<file path="src/hw/uram_pkg.sv">
package uram_pkg;

    // wide side, port A and the memory itself
    localparam int DATA_WIDTH_A = 64;                      // wide word
    localparam int ADDR_WIDTH_A = 7;                       // 128 wide words

    // narrow side, port B
    localparam int DEINTERLEAVE = 4;                       // sub-words per wide word
    localparam int DATA_WIDTH_B = DATA_WIDTH_A / DEINTERLEAVE;  // 16
    localparam int SUB_BITS     = $clog2(DEINTERLEAVE);    // sub-word index, 2
    localparam int ADDR_WIDTH_B = ADDR_WIDTH_A + SUB_BITS; // {wide addr, sub}

    // ram read latency choice
    typedef enum logic {
        LOW_LATENCY      = 1'b0,                           // 1 cycle read
        HIGH_PERFORMANCE = 1'b1                            // 2 cycles, registered output
    } ram_mode_e;

    // wide request, port A and the internal commit path
    typedef struct packed {
        logic                    en;                       // access strobe
        logic                    we;                       // 1 write, 0 read
        logic [ADDR_WIDTH_A-1:0] addr;
        logic [DATA_WIDTH_A-1:0] data;                     // write data
    } wide_req_t;                                          // 73 bits

    // narrow request, port B
    typedef struct packed {
        logic                    en;
        logic                    we;
        logic [ADDR_WIDTH_B-1:0] addr;                     // low SUB_BITS pick the slice
        logic [DATA_WIDTH_B-1:0] data;
    } narrow_req_t;                                        // 27 bits

    // wide read response
    typedef struct packed {
        logic                    valid;                    // one pulse per read
        logic [DATA_WIDTH_A-1:0] data;
    } wide_rsp_t;                                          // 65 bits

    // narrow read response
    typedef struct packed {
        logic                    valid;
        logic [DATA_WIDTH_B-1:0] data;
    } narrow_rsp_t;                                        // 17 bits

endpackage

</file>
<file path="src/hw/subword_read_select.sv">
`timescale 1ns/100ps

module subword_read_select #(
    parameter uram_pkg::ram_mode_e RAM_MODE    = uram_pkg::LOW_LATENCY,
    parameter int                  MUX_LATENCY = 0
) (
    input  logic                  clkb,
    input  logic                  rst,
    input  uram_pkg::narrow_req_t b_req,
    input  uram_pkg::wide_rsp_t   wb_rsp,
    output uram_pkg::narrow_rsp_t b_rsp
);
    import uram_pkg::*;

    localparam int LAT = (RAM_MODE == HIGH_PERFORMANCE) ? 2 : 1;  // ram read latency

    logic [LAT-1:0][SUB_BITS-1:0] sub_pipe_q;              // index follows its read
    logic [SUB_BITS-1:0]          sub_al;                  // index aligned to wb_rsp
    logic [DATA_WIDTH_B-1:0]      slice;                   // selected sub-word

    // index travels as far as the ram data does
    always_ff @(posedge clkb) begin
        sub_pipe_q[0] <= b_req.addr[SUB_BITS-1:0];
        for (int i = 1; i < LAT; i++) begin
            sub_pipe_q[i] <= sub_pipe_q[i-1];
        end
    end

    assign sub_al = sub_pipe_q[LAT-1];
    assign slice  = wb_rsp.data[sub_al*DATA_WIDTH_B +: DATA_WIDTH_B];

    if (MUX_LATENCY > 3) begin : g_bad_latency
        $error("subword_read_select: MUX_LATENCY %0d out of range 0..3", MUX_LATENCY);
    end

    if (MUX_LATENCY == 0) begin : g_comb
        assign b_rsp = '{valid: wb_rsp.valid, data: slice};  // no extra stage
    end else begin : g_stages
        logic [MUX_LATENCY-1:0]  v_q;                      // valid shift chain
        logic [DATA_WIDTH_B-1:0] d_q [MUX_LATENCY];        // slice shift chain

        always_ff @(posedge clkb) begin
            if (rst) begin
                v_q <= '0;
            end else begin
                v_q[0] <= wb_rsp.valid;
                for (int i = 1; i < MUX_LATENCY; i++) begin
                    v_q[i] <= v_q[i-1];
                end
            end
        end

        always_ff @(posedge clkb) begin
            d_q[0] <= slice;
            for (int i = 1; i < MUX_LATENCY; i++) begin
                d_q[i] <= d_q[i-1];
            end
        end

        assign b_rsp = '{valid: v_q[MUX_LATENCY-1], data: d_q[MUX_LATENCY-1]};

        // each narrow response has its wide response MUX_LATENCY cycles back
        a_rsp_origin : assert property (@(posedge clkb) disable iff (rst)
            b_rsp.valid |-> $past(wb_rsp.valid, MUX_LATENCY))
            else $error("subword_read_select: b_rsp.valid without wide response");
    end

endmodule

</file>
<file path="config.mk">
export PLATFORM = sky130hd
export DESIGN_NAME = subword_read_select
export DESIGN_NICKNAME = d
export VERILOG_FILES = /design/src/hw/uram_pkg.sv /design/src/hw/subword_read_select.sv
export SDC_FILE = /design/constraint.sdc
export NUM_CORES = 1
export LEC_CHECK = 0
export ABC_AREA = 1
export BUFFER_PORTS_ARGS = -buffer_cell sky130_fd_sc_hd__buf_2
export CAP_MARGIN = 20
export CORE_MARGIN = 2
export CORE_UTILIZATION = 32
export CTS_CLUSTER_SIZE = 30
export DETAILED_ROUTE_END_ITERATION = 12
export PLACE_DENSITY_LB_ADDON = 0.05
export SLEW_MARGIN = 20
export SYNTH_ARGS = -nofsm -noshare
export SYNTH_HDL_FRONTEND = slang
export SYNTH_SLANG_ARGS = --single-unit
</file>
<file path="constraint.sdc">
create_clock -name clkb -period 1.1 [get_ports clkb]
set_input_delay 0.055 -clock clkb [delete_from_list [all_inputs] [get_ports clkb]]
set_output_delay 0.055 -clock clkb [all_outputs]
set_load 0.005 [all_outputs]
</file>
==> metrics.csv <==
metric,value,unit
Worst Setup End Kind,output port,
antenna cell count,0,
# clock sinks,2,
synth warn,0,
Placement Setup Slack,0.0978,ns
Hold Crit Depth,0,
post-route ant nets,0,
crit path launch type,flop,
detailed-route DRC error count,0,
"Setup violations, final",15,
Die H,55.6,um
drt pass-1 iters,3,
via/cell ratio,4.02,
antenna violations before repair,0,
WL per Instance,8.17,um
die footprint,3100,sq um
post-route cell area,1310,sq um
max reg flops,2,
first-pass GRT wire length,4.22,mm
drt total wl,2.46,mm
peak fanout along the critical path,15,
Die X,55.6,um
Nets,367,
"area leader, netlist",nand2_1,
GRT Util Overall,16.0,%
Inst Count DP,296,
Crit path required time,1.04,ns
Synth cell types,9,
mux cell area share after synthesis,0,%
end of the worst hold path,b_rsp[16],
XOR/XNOR Fraction of Synth Area,0,%
clock buffer count from CTS,3,
adder-cell share of the synthesized area,0,%
max cap viols,0,
largest net degree at the start of global routing,33,
register bit total from synthesis,2,
Total Power,0.654,mW
H-tree levels,1,
TritonCTS clock tree,done,
Worst Tran Pin Value,0.183,ns
DR iter-0 viols,35,
Final Hold Fails,0,
register area share after synthesis,4.69,%
combinational family with the most area after synthesis,simple AND/OR/NAND/NOR gates,
fin worst setup slack,-0.0468,ns
Util after Layout,52.4,%
Tcrit/Tclk final,104,%
"Clk pin slew, worst setup/hold paths",0.03,ns
Post-Syn Nets,285,
Worst Hold Launch,wb_rsp[64],
Mapped Cells,191,
ranking of synthesized cells by area,"nand2_1, inv_1, nand3_1",
vias in the first global route,1094,
violated checks,setup timing,
dpl hpwl,1.82,mm
Post-CTS Setup Inserts,0,
DR vias,1211,
simple-gate portion of the synthesized area,54.0,%
fin cells,301,
compound-cell area share of the yosys netlist,0,%
Hold Crit Class,input port to output port,
"most used cell, CP",nand2_1,
"critical path, cell by cell",buf_8 > nand2_1 > nand3_1 > nand2_1 > buf_2,
Root Buffer,clkbuf_4,
final setup TNS,-0.341,ns
# rows,18,
worst vdd ir,0.808,mV
power per cell area,500,nW/um^2
Rel. slew slack,87.8,%
status,"complete, but fails checks",
critical path's slowest cell,dfxtp_4,
Post-Syn Area,853,sq um
Placed Area,1230,sq um
Buffers on Ports,82,
post-layout min period,1.15,ns
Max Clk Rate,872,MHz
critical path's largest stage delay,0.39,ns
Starting Density,34.1,%
fraction of layout cells with a size suffix above 1,34.7,%
GPL Wtd Cong,0.714,
worst path arrival time,1.09,ns
RSZ-0062 raised after global routing,yes,
area delta synth->final,53.4,%
"Slew Viols, Final",0,
total core area,2500,sq um
Syn Area/Cell,4.47,sq um
hold_ws,0.110,ns
share of the synthesized area in the top cell type,35.2,%
Static Leak,1.01,nW
boundary pin count,111,
Crit Path Category,flop to output port,
grt total ovfl,0,
clock tree buffer depth,2,
[synth_stat cells]
master	number
buf_4	4
inv_4	1
buf_2	1
inv_1	64
dfxtp_1	2
nand3_1	32
buf_6	6
nand2_1	80
inv_2	1
[worst max-delay path by stage]
stage | startpoint | endpoint | slack (ns) | cells past startpoint
after global placement | sub_al[0] | b_rsp[9] | 0.1 | 5
after CTS | sub_al[0] | b_rsp[9] | -0.05 | 5
after floorplan | sub_al[1] | b_rsp[10] | 0.28 | 5
final | sub_al[0] | b_rsp[9] | -0.05 | 5
after detailed placement | sub_al[0] | b_rsp[9] | 0.1 | 5
after global routing | sub_al[0] | b_rsp[4] | -0.12 | 5
[kinds of logic (layout without fill, tap and decap cells)]
| logic type | Yosys count | in the layout |
|---|---|---|
| buffers and inverters | 77 | 157 |
| and+or+nand+nor | 112 | 112 |
| DFF | 2 | 2 |
[per-layer routing]
metal	vias up	global-route usage, %	part of all wire (%)
li1	690	-	-
met1	475	19.9	44
met2	46	28.2	47
met3	0	3.02	9.3
met4	0	3.48	0
met5	-	0	0
[report_power, final]
part | total, mW | internal (mW) | switching, mW
clock network | 0.156 | 0.120 | 0.0361
registers | 0.0865 | 0.0767 | 0.00980
logic | 0.412 | 0.218 | 0.194
[critical path, delay by kind of cell, from the launching register on]
kind | cells | cell delay (ns)
DFF | 1 | 0.39
and+or+nand+nor | 3 | 0.21
buffers and inverters | 2 | 0.28
[final cells by class]
class                      instances  area (sq um)
inverter                          66           258
timing repair buffer              88           480
fill                             323          1190
clock buffer                       3          22.5
sequential                         2          45.0
multi-input combinational        112           465
tap                               30          37.5
[placed cells by master (no fill, tap or decap)]
master         synthesis  routed
buf_12                 0       1
buf_2                  1      82
buf_4                  4       2
buf_8                  0       1
clkbuf_4               0       3
dfxtp_2                0       1
dfxtp_4                0       1
dlygate4sd3_1          0       2
inv_1                 64      64
inv_4                  1       1
inv_8                  0       1
nand2_1               80      80
nand3_1               32      31
nand3_2                0       1
[repair_timing]
item                                    in CTS  in global routing
endpoints found under the hold margin        2                  0
endpoints found under the setup margin      16                 16
hold buffers                                 2                  0
gates resized for setup                     10                  2
Power figures use the tool's default switching activity.
