===== src/hw/uram_pkg.sv =====
package uram_pkg;

    // wide side, port A and the memory itself
    localparam int DATA_WIDTH_A = 64;                      // wide word
    localparam int ADDR_WIDTH_A = 7;                       // 128 wide words

    // narrow side, port B
    localparam int DEINTERLEAVE = 4;                       // sub-words per wide word
    localparam int DATA_WIDTH_B = DATA_WIDTH_A / DEINTERLEAVE;  // 16
    localparam int SUB_BITS     = $clog2(DEINTERLEAVE);    // sub-word index, 2
    localparam int ADDR_WIDTH_B = ADDR_WIDTH_A + SUB_BITS; // {wide addr, sub}

    // ram read latency choice
    typedef enum logic {
        LOW_LATENCY      = 1'b0,                           // 1 cycle read
        HIGH_PERFORMANCE = 1'b1                            // 2 cycles, registered output
    } ram_mode_e;

    // wide request, port A and the internal commit path
    typedef struct packed {
        logic                    en;                       // access strobe
        logic                    we;                       // 1 write, 0 read
        logic [ADDR_WIDTH_A-1:0] addr;
        logic [DATA_WIDTH_A-1:0] data;                     // write data
    } wide_req_t;                                          // 73 bits

    // narrow request, port B
    typedef struct packed {
        logic                    en;
        logic                    we;
        logic [ADDR_WIDTH_B-1:0] addr;                     // low SUB_BITS pick the slice
        logic [DATA_WIDTH_B-1:0] data;
    } narrow_req_t;                                        // 27 bits

    // wide read response
    typedef struct packed {
        logic                    valid;                    // one pulse per read
        logic [DATA_WIDTH_A-1:0] data;
    } wide_rsp_t;                                          // 65 bits

    // narrow read response
    typedef struct packed {
        logic                    valid;
        logic [DATA_WIDTH_B-1:0] data;
    } narrow_rsp_t;                                        // 17 bits

endpackage


===== src/hw/subword_write_collector.sv =====
`timescale 1ns/100ps

module subword_write_collector (
    input  logic                  clkb,
    input  logic                  rst,
    input  uram_pkg::narrow_req_t b_req,
    output uram_pkg::wide_req_t   wb_req
);
    import uram_pkg::*;

    localparam int SLOTS = DEINTERLEAVE - 1;               // lower sub-words held here

    logic [SUB_BITS-1:0]                 sub;              // sub-word index of request
    logic [ADDR_WIDTH_A-1:0]             wide_addr;        // upper address bits
    logic                                top_sub;          // index 3, the commit slot
    logic                                wr;               // narrow write strobe
    logic [SLOTS-1:0][DATA_WIDTH_B-1:0]  hold_q;           // slot 2 highest

    assign sub       = b_req.addr[SUB_BITS-1:0];
    assign wide_addr = b_req.addr[ADDR_WIDTH_B-1:SUB_BITS];
    assign top_sub   = &sub;
    assign wr        = b_req.en & b_req.we;

    // holding register, filled by writes below the top sub-word
    // not cleared on commit, so old slots ride along with the next one
    always_ff @(posedge clkb) begin
        if (rst) begin
            hold_q <= '0;
        end else if (wr && !top_sub) begin
            for (int i = 0; i < SLOTS; i++) begin
                if (sub == SUB_BITS'(i)) begin
                    hold_q[i] <= b_req.data;               // park this slice
                end
            end
        end
    end

    // wide request toward ram port B, same cycle as the narrow one
    always_comb begin
        wb_req.en   = b_req.en;                            // reads pass straight through
        wb_req.we   = wr & top_sub;                        // only the top slice commits
        wb_req.addr = wide_addr;
        wb_req.data = {b_req.data, hold_q};                // new slice over held slots
    end

    // a wide write must come from a top sub-word write
    a_commit_src : assert property (@(posedge clkb) disable iff (rst)
        wb_req.we |-> (b_req.en && b_req.we && top_sub))
        else $error("subword_write_collector: wide write without sub index 3");

endmodule


===== config.mk =====
export PLATFORM = sky130hd
export DESIGN_NAME = subword_write_collector
export DESIGN_NICKNAME = d
export VERILOG_FILES = /design/src/hw/uram_pkg.sv /design/src/hw/subword_write_collector.sv
export SDC_FILE = /design/constraint.sdc
export NUM_CORES = 1
export LEC_CHECK = 0
export BUFFER_PORTS_ARGS = -buffer_cell sky130_fd_sc_hd__clkbuf_2
export CAP_MARGIN = 0
export CORE_UTILIZATION = 46
export DETAILED_ROUTE_END_ITERATION = 10
export GPL_ROUTABILITY_DRIVEN = 0
export HOLD_SLACK_MARGIN = 0.1
export PLACE_DENSITY = 0.79
export SLEW_MARGIN = 30
export SYNTH_ARGS = -nofsm -noshare
export SYNTH_HDL_FRONTEND = slang
export SYNTH_SLANG_ARGS = --single-unit
export TNS_END_PERCENT = 20

===== constraint.sdc =====
create_clock -name clkb -period 0.8 [get_ports clkb]
set_input_delay 0 -clock clkb [delete_from_list [all_inputs] [get_ports clkb]]
set_output_delay 0 -clock clkb [all_outputs]
set_load 0.02 [all_outputs]

==> impl_results.md, run 1 <==
- Leakage: ~0.0015 µW
- Setup ws final: -0.000787 ns
- Buf/Inv on CP: 3
- Setup crit end kind: primary output
- # diodes: 0
- Final net count: 317
- VDD IR max: 1200 µV
- Slew Viols, Final: 0
- #FFs+latches synth: 48
- Endpoints failing hold: 0
- Sequential element share of the synthesized area: 44.7%
- Worst-skew pair later-pin latency: between 0.2 and 0.3 ns
- Min Tclk post-route: 0.801 ns
- Met2 Resource Use GR: between 30% and 40%
- I/O Buffers: 87
- Worst slew pin tran: about 0.23 ns
- Pre-CTS setup slack: -0.0636 ns
- Post-DP HPWL: 2930 µm
- CTS root buf: clkbuf_8
- Skew final: 0 ns
- Top-count cell post-synth: nand2b_1
- Cell taking the most area after synthesis: dfxtp_1
- Run status: finished, violations left
- Avg Cell Area, Syn: between 10 and 15 µm²
- Cell count of the worst reg-to-reg path: 2
- Distinct cells, synth: 12
- Die area: about 5000 µm²
- Slew headroom: ~85%
- Crit path max fanout: 2
- Dpl cell area: between 2000 and 2500 µm²
- Sequential cell fraction of total power: approximately half
- CTS tree: yes
- Die H: ~70 µm
- DR DRC count: 0
- # rows: 24
- Switching power: about 1200 µW
- Hold Path Class: in2reg
- H-Tree Depth: 2
- GRT Util Overall: between 15 and 20%
- DRT iter0 DRCs: 50
- Primary FF master, synth: dfxtp_1
- Final Setup Violations: 1
- Drt pass-1 iters: 4
- Filler cells: 283
- Max reg flops: between 40 and 50
- Yosys top cell area share: between 40% and 50%
- WP data required: approximately 0.8 ns
- Largest net degree at the start of global routing: 35
- Yosys warnings: 0
- Critical-path cell list: dlygate4sd3_1 > clkbuf_2 > buf_2
- Initial core utilization: just under 50%
- Power Total: a little under 5000 µW
- Layout cells sized above 1: between 40% and 50%
- Area grow syn2layout: 51.6%
- Initial antenna violation count: 0
- Failing checks: negative setup slack
- Final global-route overflow total: 0
- Hold path cells: 4
- Worst setup SP type: primary input
- Post-route cell area: 3260 µm²
- CTS Buf Count: 5
- Max frequency: about 1200 MHz
- Critical Path AT: 0.80 ns
- Setup bufs post-CTS: 0
- Core area: roughly 4400 µm²
- I/O pin total: 102
- Post-layout util: about three quarters
- RSZ-0062 raised after global routing: true
- Longest Clk Path Bufs: 2
- Drt wl/cell: 13.8 µm
- Via count: 1,635
- Critical Path Max Stage Delay: ~0.53 ns
- Post-synth EDFFs: 0
- Vias in the first global route: 1,608
- Flop-to-flop setup slack: around 0.16 ns
- # Max-Cap Violations: 0
- Top Usage Layer GRT: met2
- Cells after synthesis: roughly 200
- Synth top area cells: dfxtp_1, mux2i_1, nand2b_1
- Combinational power share: 15.3%
- Clk sinks: 48
- Kind of cell adding the most delay to the critical path: buffers and inverters
- Setup TNS: -0.000787 ns
- Commonest cells post-synth: nand2b_1, dfxtp_1, mux2i_1, buf_4, clkbuf_1
- Clk network pwr share: between 30% and 40%
- Crit path depth: 3
- Worst-path clk slew: about 0.080 ns
- Power Density: 1510 nW/µm²
- Kind of critical path: in2out
- Switch share: 23.5%
- Post-synth ARST share: 0%
- Die Wd: roughly 70 µm
- Synthesized Nets: between 200 and 250
- P_int: between 3000 and 4000 µW
- GR Layer Usage met3: 5.19%
- First-pass GRT wire length: 7600 µm
- CP max-delay cell: dlygate4sd3_1
- Mapped Area: between 2000 and 2500 µm²
- Fin crit share: 100%
- Vias per cell: around 4.8
- Antenna viol nets, final: 0
- Total length of routed wires: between 4000 and 5000 µm
- GR Layer Usage met1: between 20% and 30%
worst paths after layout:
| check | from | to |
|---|---|---|
| max | b_req[11] | wb_req[59] |
| min | b_req[16] | wb_req[16]$_SDFFE_PP0P_ |
| max reg2reg | wb_req[43]$_SDFFE_PP0P_ | wb_req[43]$_SDFFE_PP0P_ |
| min reg2reg | wb_req[29]$_SDFFE_PP0P_ | wb_req[29]$_SDFFE_PP0P_ |
area by class of cell:
cell class	count	area (µm²)	share of cell area, %
Timing Repair Buffer	115	1130	34.6
Sequential cell	48	1020	31.2
Multi-Input combinational cell	118	941	28.9
Clock buffer	6	72.6	2.23
Tap cell	52	65.1	2.00
Clock inverter	2	35.0	1.08
what timing repair did:
| item | 4_1_cts | 5_1_grt |
|---|---|---|
| resized for setup | 113 | 52 |
| endpoints found under the hold margin | 55 | 0 |
| setup endpoints to repair | 46 | 42 |
| hold buffers | 23 | 0 |
tightest hold or removal path, cell delays in order:
cell and delay, ns:
clkbuf_2 0.12, nand4b_1 0.10, buf_4 0.16, mux2i_1 0.07
power groups by stage:
stage | Clock [µW] | Sequential, µW | Combinational, µW
floorplan | 0 | 2590 | 386
detailed placement | 0 | 2520 | 563
global placement | 0 | 2520 | 555
finish | 1690 | 2490 | 752
global route | 1830 | 2500 | 801
CTS | 1740 | 2480 | 738
stage by stage:
step / instances / hold slack [ns]
2_1_floorplan: 202 / 0.113
3_3_place_gp: 311 / 0.000137
3_5_place_dp: 311 / 0.000137
4_1_cts: 342 / 0.184
5_1_grt: 341 / 0.219
6_report: 341 / 0.201
cells in the final DEF (no fill, tap or decap), drive strengths merged:
cell	synthesis	layout
clkbuf	6	53
and4bb	1	1
nand4b	2	2
clkinv	0	1
and4	1	1
nand4bb	1	1
nand2b	64	64
dfxtp	48	48
buf	30	45
bufinv	0	1
dlygate4sd3	0	23
and4b	1	1
mux2i	48	48
cells by family (layout without fill, tap and decap cells):
kind of cell	after synthesis	after routing	share of synthesized area, %
and+or+nand+nor	70	70	21.4
muxes	48	48	22.4
DFF	48	48	44.7
buffers and inverters	36	123	11.5
layer usage:
metal  routed length [µm]  part of all wire, %
met1                 2060                   44
met2                 2330                   50
met3                  278                  5.9
met4                   38                 0.81
met5                    0                    0
No activity file was read; power rests on OpenSTA's default activity.
==> run 2: changes to the inputs <==
--- a/config.mk
+++ b/config.mk
@@ -5,13 +5,13 @@
 export SDC_FILE = /design/constraint.sdc
 export NUM_CORES = 1
 export LEC_CHECK = 0
-export BUFFER_PORTS_ARGS = -buffer_cell sky130_fd_sc_hd__clkbuf_2
 export CAP_MARGIN = 0
-export CORE_UTILIZATION = 46
+export CORE_UTILIZATION = 51
 export DETAILED_ROUTE_END_ITERATION = 10
+export DONT_BUFFER_PORTS = 1
 export GPL_ROUTABILITY_DRIVEN = 0
 export HOLD_SLACK_MARGIN = 0.1
-export PLACE_DENSITY = 0.79
+export PLACE_DENSITY = 0.66
 export SLEW_MARGIN = 30
 export SYNTH_ARGS = -nofsm -noshare
 export SYNTH_HDL_FRONTEND = slang
==> impl_results.md, run 2 (synthesized netlist as in run 1, its figures left out) <==
- Setup ws final: 0.0195 ns (+0.0203 ns)
- Commonest non-fill, non-tap cell in the layout: nand2b_1
- # diodes: 0 (unchanged)
- Critical Path AT: 0.78 ns (-0.02 ns)
- I/O Buffers: 0 (-100%)
- GRT Util Overall: 19.8% (+0.12 points)
- Pre-CTS setup slack: 0.0514 ns (+0.115 ns)
- CTS root buf: clkbuf_8
- Clk sinks: 48 (unchanged)
- Die Wd: 66.9 µm (-4.9%)
- Drt wl/cell: 14.9 µm (+8.1%)
- Total length of routed wires: 4440 µm (-5.6%)
- Crit path depth: 1 (-2)
- Sequential cell area: 1010 µm² (-0.49%)
- VDD IR max: 1240 µV (+3.2%)
- Longest Clk Path Bufs: 2 (unchanged)
- Switching power: 1050 µW (-9.5%)
- Slew headroom: 80.3% (-4.2 points)
- Critical-path cell list: buf_4
- P_int: 3310 µW (-12%)
- Layout cells sized above 1: 39.9% (-9.9 points)
- Initial antenna violation count: 0 (unchanged)
- # Max-Cap Violations: 0 (unchanged)
- Die H: 66.9 µm (-4.9%)
- Power Total: 4360 µW (-11%)
- CTS Buf Count: 5 (unchanged)
- Max frequency: 1280 MHz (+2.6%)
- Vias per cell: 5.06 (+5.6%)
- Filler cells: 326 (+15%)
- Largest net degree at the start of global routing: 65 (+86%)
- Min Tclk post-route: 0.781 ns (-0.0203 ns)
- WP data required: 0.80 ns (about the same)
- Setup bufs post-CTS: 0 (unchanged)
- Vias in the first global route: 1,482 (-7.8%)
- Clk network pwr share: 30.4% (-3.8 points)
- Endpoints failing hold: 48 (+48)
- Max reg flops: 48 (unchanged)
- Critical Path Max Stage Delay: 0.35 ns (-0.18 ns)
- Kind of critical path: reg2out
- Worst-skew pair later-pin latency: 0.29 ns (about the same)
- Setup crit end kind: primary output
- Worst-path clk slew: 0.08 ns (about the same)
- Final net count: 277 (-13%)
- Fin crit share: 97.6% (-2.5 points)
- Final global-route overflow total: 0 (unchanged)
- Hold Path Class: in2reg
- H-Tree Depth: 2 (unchanged)
- Power Density: 1580 nW/µm² (+4.6%)
- Buf/Inv on CP: 1 (-2)
- Run status: finished, violations left
- Die area: 4480 µm² (-9.5%)
- Post-layout util: 68.4% (-5.4 points)
- Failing checks: negative hold slack
- DRT iter0 DRCs: 62 (+24%)
- I/O pin total: 102 (unchanged)
- Hold Buf Count CTS: 23 (unchanged)
- Post-DP HPWL: 3030 µm (+3.5%)
- Skew final: 0 ns (unchanged)
- Antenna viol nets, final: 0 (unchanged)
- Leakage: 0.00133 µW (-14%)
- RSZ-0062 raised after global routing: true
- Most frequent cells in the layout: nand2b_1, mux2i_1, buf_4
- Fin Hold WS: -0.124 ns (-0.326 ns)
- Crit path max fanout: 2 (unchanged)
- Via count: 1,509 (-7.7%)
- # rows: 23 (-4.2%)
- Combinational power share: 12.7% (-2.6 points)
- Drt pass-1 iters: 4 (unchanged)
- CTS tree: yes
- Area grow syn2layout: 28.3%
- Worst setup SP type: flop
- Initial core utilization: 53.3% (+4.7 points)
- First-pass GRT wire length: 6510 µm (-14%)
- Core area: 4030 µm² (-8.7%)
- Sequential cell fraction of total power: 56.8% (+6.3 points)
- Hold path cells: 2 (-2)
- Switch share: 24.0% (+0.52 points)
- CP max-delay cell: dfxtp_1
- Final Setup Violations: 0 (-1)
- Worst slew pin tran: 0.295 ns (+0.0623 ns)
- Slew Viols, Final: 0 (unchanged)
- Cell count of the worst reg-to-reg path: 2 (unchanged)
- Kind of cell adding the most delay to the critical path: flip-flops
- Area of the multi-input gates: 941 µm² (unchanged)
- DR DRC count: 0 (unchanged)
run 2: cell types whose count changed in the layout (fill, tap and decap cells not counted):
cell | previous run | this run
buf_6 | 0 | 5
clkbuf_2 | 36 | 0
dfxtp_1 | 4 | 8
buf_4 | 16 | 46
buf_2 | 1 | 0
dlygate4sd3_1 | 23 | 18
dlymetal6s4s_1 | 0 | 5
clkbuf_8 | 16 | 5
bufinv_16 | 1 | 0
dfxtp_2 | 44 | 40
buf_12 | 4 | 1
buf_8 | 24 | 0
run 2: what timing repair did:
item                                    4_1_cts  5_1_grt
resized for setup                            11       39
endpoints found under the hold margin        72       49
endpoints found under the setup margin       11       39
run 2: metal layers:
layer  up-vias  track usage, %  part of all wire, %
li1        725               -                    -
met1       707            22.9                   43
met2        73            34.5                   50
met3         4            4.45                  6.8
met4         0            8.78                 0.61
met5         -               0                    0
run 2: worst paths after layout:
check | startpoint | endpoint | slack (ns)
setup / recovery | wb_req[17]$_SDFFE_PP0P_ | wb_req[17] | 0.02
hold / removal | rst | wb_req[20]$_SDFFE_PP0P_ | -0.12
setup reg to reg | wb_req[46]$_SDFFE_PP0P_ | wb_req[46]$_SDFFE_PP0P_ | 0.17
hold reg to reg | wb_req[40]$_SDFFE_PP0P_ | wb_req[40]$_SDFFE_PP0P_ | 0.48
run 2: power groups by stage:
stage	sequential (µW)	clock, µW	combinational [µW]
floorplan	2590	0	386
global placement	2520	0	356
detailed placement	2530	0	367
CTS	2470	1370	552
global route	2480	1450	590
finish	2480	1330	556
run 2: layout make-up:
cell class / instances / area share (%)
flip-flops and latches: 48 / 36.7
well taps: 50 / 2.27
clock buffers: 6 / 2.63
clock inverters: 1 / 0.182
multi-input cells: 118 / 34.1
repair buffers: 75 / 24.1
run 2: stage by stage:
step / instances / cell area [µm²] / TNS, ns / hold WS, ns
floorplan: 202 / 2150 / 0 / 0.113
global placement: 268 / 2370 / 0 / 0.000149
detailed placement: 268 / 2370 / 0 / 0.000148
CTS: 298 / 2690 / 0 / -0.136
global route: 298 / 2760 / -0.0221 / -0.136
finish: 298 / 2760 / 0 / -0.124
==> run 3: changes to the inputs <==
--- a/config.mk
+++ b/config.mk
@@ -5,6 +5,7 @@
 export SDC_FILE = /design/constraint.sdc
 export NUM_CORES = 1
 export LEC_CHECK = 0
+export ABC_AREA = 1
 export CAP_MARGIN = 0
 export CORE_UTILIZATION = 51
 export DETAILED_ROUTE_END_ITERATION = 10
==> impl_results.md, run 3 <==
- Vias in the first global route: 1,754 (+18%)
- Most frequent cells in the layout: nor2_1, nand2_1, nand3_1
- I/O Buffers: 0 (unchanged)
- Die H: 67.8 µm (+1.4%)
- I/O pin total: 102 (unchanged)
- CTS tree: yes
- Critical-path cell list: buf_6
- Top-count cell post-synth: nor2_1
- Endpoints failing hold: 0 (-100%)
- #FFs+latches synth: 48 (unchanged)
- RSZ-0062 raised after global routing: true
- Cell taking the most area after synthesis: dfxtp_1
- Antenna viol nets, final: 0 (unchanged)
- GRT Util Overall: 24.4% (+4.6 points)
- Run status: complete, no violations
- Yosys top cell area share: 43.5% (-1.2 points)
- Post-layout util: 75.6% (+7.2 points)
- Setup bufs post-CTS: 0 (unchanged)
- CTS Buf Count: 5 (unchanged)
- # placed instances: 377 (+41%)
- Clk sinks: 48 (unchanged)
- Skew final: 0 ns (unchanged)
- Drt wl/cell: 13.4 µm (-10%)
- Mapped Area: 2210 µm² (+2.9%)
- Buf/Inv on CP: 1 (unchanged)
- Longest Clk Path Bufs: 2 (unchanged)
- # Max-Cap Violations: 0 (unchanged)
- Filler cells: 313 (-4.0%)
- Power Density: 1700 nW/µm² (+7.5%)
- Kind of cell adding the most delay to the critical path: flip-flops
- Initial core utilization: 54.1% (+0.75 points)
- H-Tree Depth: 2 (unchanged)
- Final net count: 392 (+42%)
- Kind of critical path: reg2out
- Vias per cell: 5.00 (-1.3%)
- Die Wd: 67.8 µm (+1.4%)
- Max reg flops: 48 (unchanged)
- Crit path max fanout: 2 (unchanged)
- Hold path start: rst
- Power Total: 5250 µW (+20%)
- Final global-route overflow total: 0 (unchanged)
- Total length of routed wires: 5550 µm (+25%)
- Critical Path AT: 0.78 ns (about the same)
- Max frequency: 1280 MHz (-0.43%)
- Post-DP HPWL: 3320 µm (+9.6%)
- Post-synth ARST share: 0% (unchanged)
- Drt pass-1 iters: 5 (+1)
- Post-synth EDFFs: 0 (unchanged)
- Via count: 2,069 (+37%)
- Fin crit share: 98.0% (+0.42 points)
- Die area: 4600 µm² (+2.8%)
- Layout cells sized above 1: 35.4% (-4.5 points)
- Cell count of the worst reg-to-reg path: 2 (unchanged)
- Area grow syn2layout: 39.9%
- CP max-delay cell: dfxtp_2
- Primary FF master, synth: dfxtp_1
- VDD IR max: 1030 µV (-17%)
- Slew Viols, Final: 0 (unchanged)
- Non-Filler Instances: 414 (+39%)
- Avg Cell Area, Syn: 7.10 µm² (-33%)
- Cells after synthesis: 311 (+54%)
- Hold Path Class: in2reg
- Distinct cells, synth: 15 (+3)
- Leakage: 0.00148 µW (+11%)
- Min Tclk post-route: 0.784 ns (+0.00339 ns)
- # diodes: 0 (unchanged)
- First-pass GRT wire length: 8300 µm (+27%)
- Commonest cells post-synth: nor2_1, nand2_1, dfxtp_1, nand3_1, buf_4
- Setup TNS: 0 ns (unchanged)
- Slew headroom: 80.0% (-0.33 points)
- Synth top area cells: dfxtp_1, nor2_1, nand3_1
- Yosys warnings: 0 (unchanged)
- CTS root buf: clkbuf_8
- Sequential element share of the synthesized area: 43.5% (-1.2 points)
- Hold path cells: 4 (+2)
- Largest net degree at the start of global routing: 49 (-25%)
- Flop-to-flop setup slack: 0.16 ns (about the same)
- WHS Endpoint: wb_req[7]$_SDFFE_PP0P_
- WP data required: 0.80 ns (about the same)
- Crit Reg-Reg Endpoint: wb_req[14]$_SDFFE_PP0P_
- DR DRC count: 0 (unchanged)
- Final Setup Violations: 0 (unchanged)
- Core area: 4090 µm² (+1.4%)
- Initial antenna violation count: 0 (unchanged)
- Worst setup SP type: flop
- DRT iter0 DRCs: 205 (+230%)
- Worst slew pin tran: 0.300 ns (+0.00489 ns)
- Hold Buf Count CTS: 29 (+26%)
- Setup crit end kind: primary output
- Critical Path Max Stage Delay: 0.36 ns (about the same)
- Commonest non-fill, non-tap cell in the layout: nor2_1
- # rows: 23 (unchanged)
- Synthesized Nets: 340 (+47%)
- Worst-path clk slew: 0.09 ns (about the same)
- Worst reg2reg startpoint: wb_req[14]$_SDFFE_PP0P_
- Worst-skew pair later-pin latency: 0.30 ns (about the same)
==> run 3: cell count changes in the layout (fill, tap and decap cells not counted), sizes merged, moves of 2 or more <==
cell	previous run	this run
nor2	0	85
dlymetal6s4s	5	11
nand2b	64	0
mux2i	48	0
nand4b	2	0
nand3	0	48
buf	52	58
nand2	0	51
a21oi	0	16
inv	0	20
==> run 3: cells by family (layout without fill, tap and decap cells) <==
logic type / Yosys count / after routing / share of synthesized area, %
AOI/OAI and AO/OA: 16 / 16 / 3.62
buffers and inverters: 62 / 115 / 16.6
DFF: 48 / 48 / 43.5
and+or+nand+nor: 185 / 185 / 36.2
==> run 3: where the power goes <==
group          switching (µW)  internal [µW]
logic                     565            414
registers                57.7           2490
clock network             803            928
total                    1430           3830
==> run 3: stage by stage <==
step	setup WS, ns	hold WS [ns]	cell area, µm²
5_1_grt	-0.0161	0.0719	3090
4_1_cts	0.000371	0.0554	2920
2_1_floorplan	0.116	0.113	2210
6_report	0.0161	0.0678	3090
3_5_place_dp	0.0422	0.000137	2490
3_3_place_gp	0.0613	0.000137	2490
==> run 3: repair_timing <==
item | in CTS | in global routing
endpoints found under the hold margin | 72 | 37
setup endpoints to repair | 17 | 77
pin swaps | 0 | 0
gates resized for setup | 19 | 70
==> run 3: how the worst max path moves through the flow <==
stage	from	end	slack, ns	cells after the start
2_1_floorplan	b_req[26]	wb_req[10]$_SDFFE_PP0P_	0.12	6
3_3_place_gp	b_req[26]	wb_req[33]$_SDFFE_PP0P_	0.06	6
3_5_place_dp	b_req[26]	wb_req[33]$_SDFFE_PP0P_	0.04	6
4_1_cts	wb_req[23]$_SDFFE_PP0P_	wb_req[23]	0.0004	1
5_1_grt	wb_req[25]$_SDFFE_PP0P_	wb_req[25]	-0.02	1
6_report	wb_req[21]$_SDFFE_PP0P_	wb_req[21]	0.02	1
==> run 3: metal layers <==
metal	global-route usage (%)	share of wire [%]	vias up
li1	-	-	1047
met2	39.5	50	92
met1	31.3	41	923
met5	0	0	-
met4	8.85	1.2	0
met3	6.17	6.9	7
==> run 3: layout make-up <==
| type | instances | area (µm²) | share of cell area, % |
|---|---|---|---|
| flip-flops and latches | 48 | 1020 | 33.0 |
| repair buffers | 87 | 945 | 30.6 |
| multi-input cells | 201 | 881 | 28.5 |
| inverters | 20 | 75.1 | 2.43 |
| clock buffers | 6 | 72.6 | 2.35 |
| well taps | 50 | 62.6 | 2.02 |
| clock inverters | 2 | 35.0 | 1.13 |
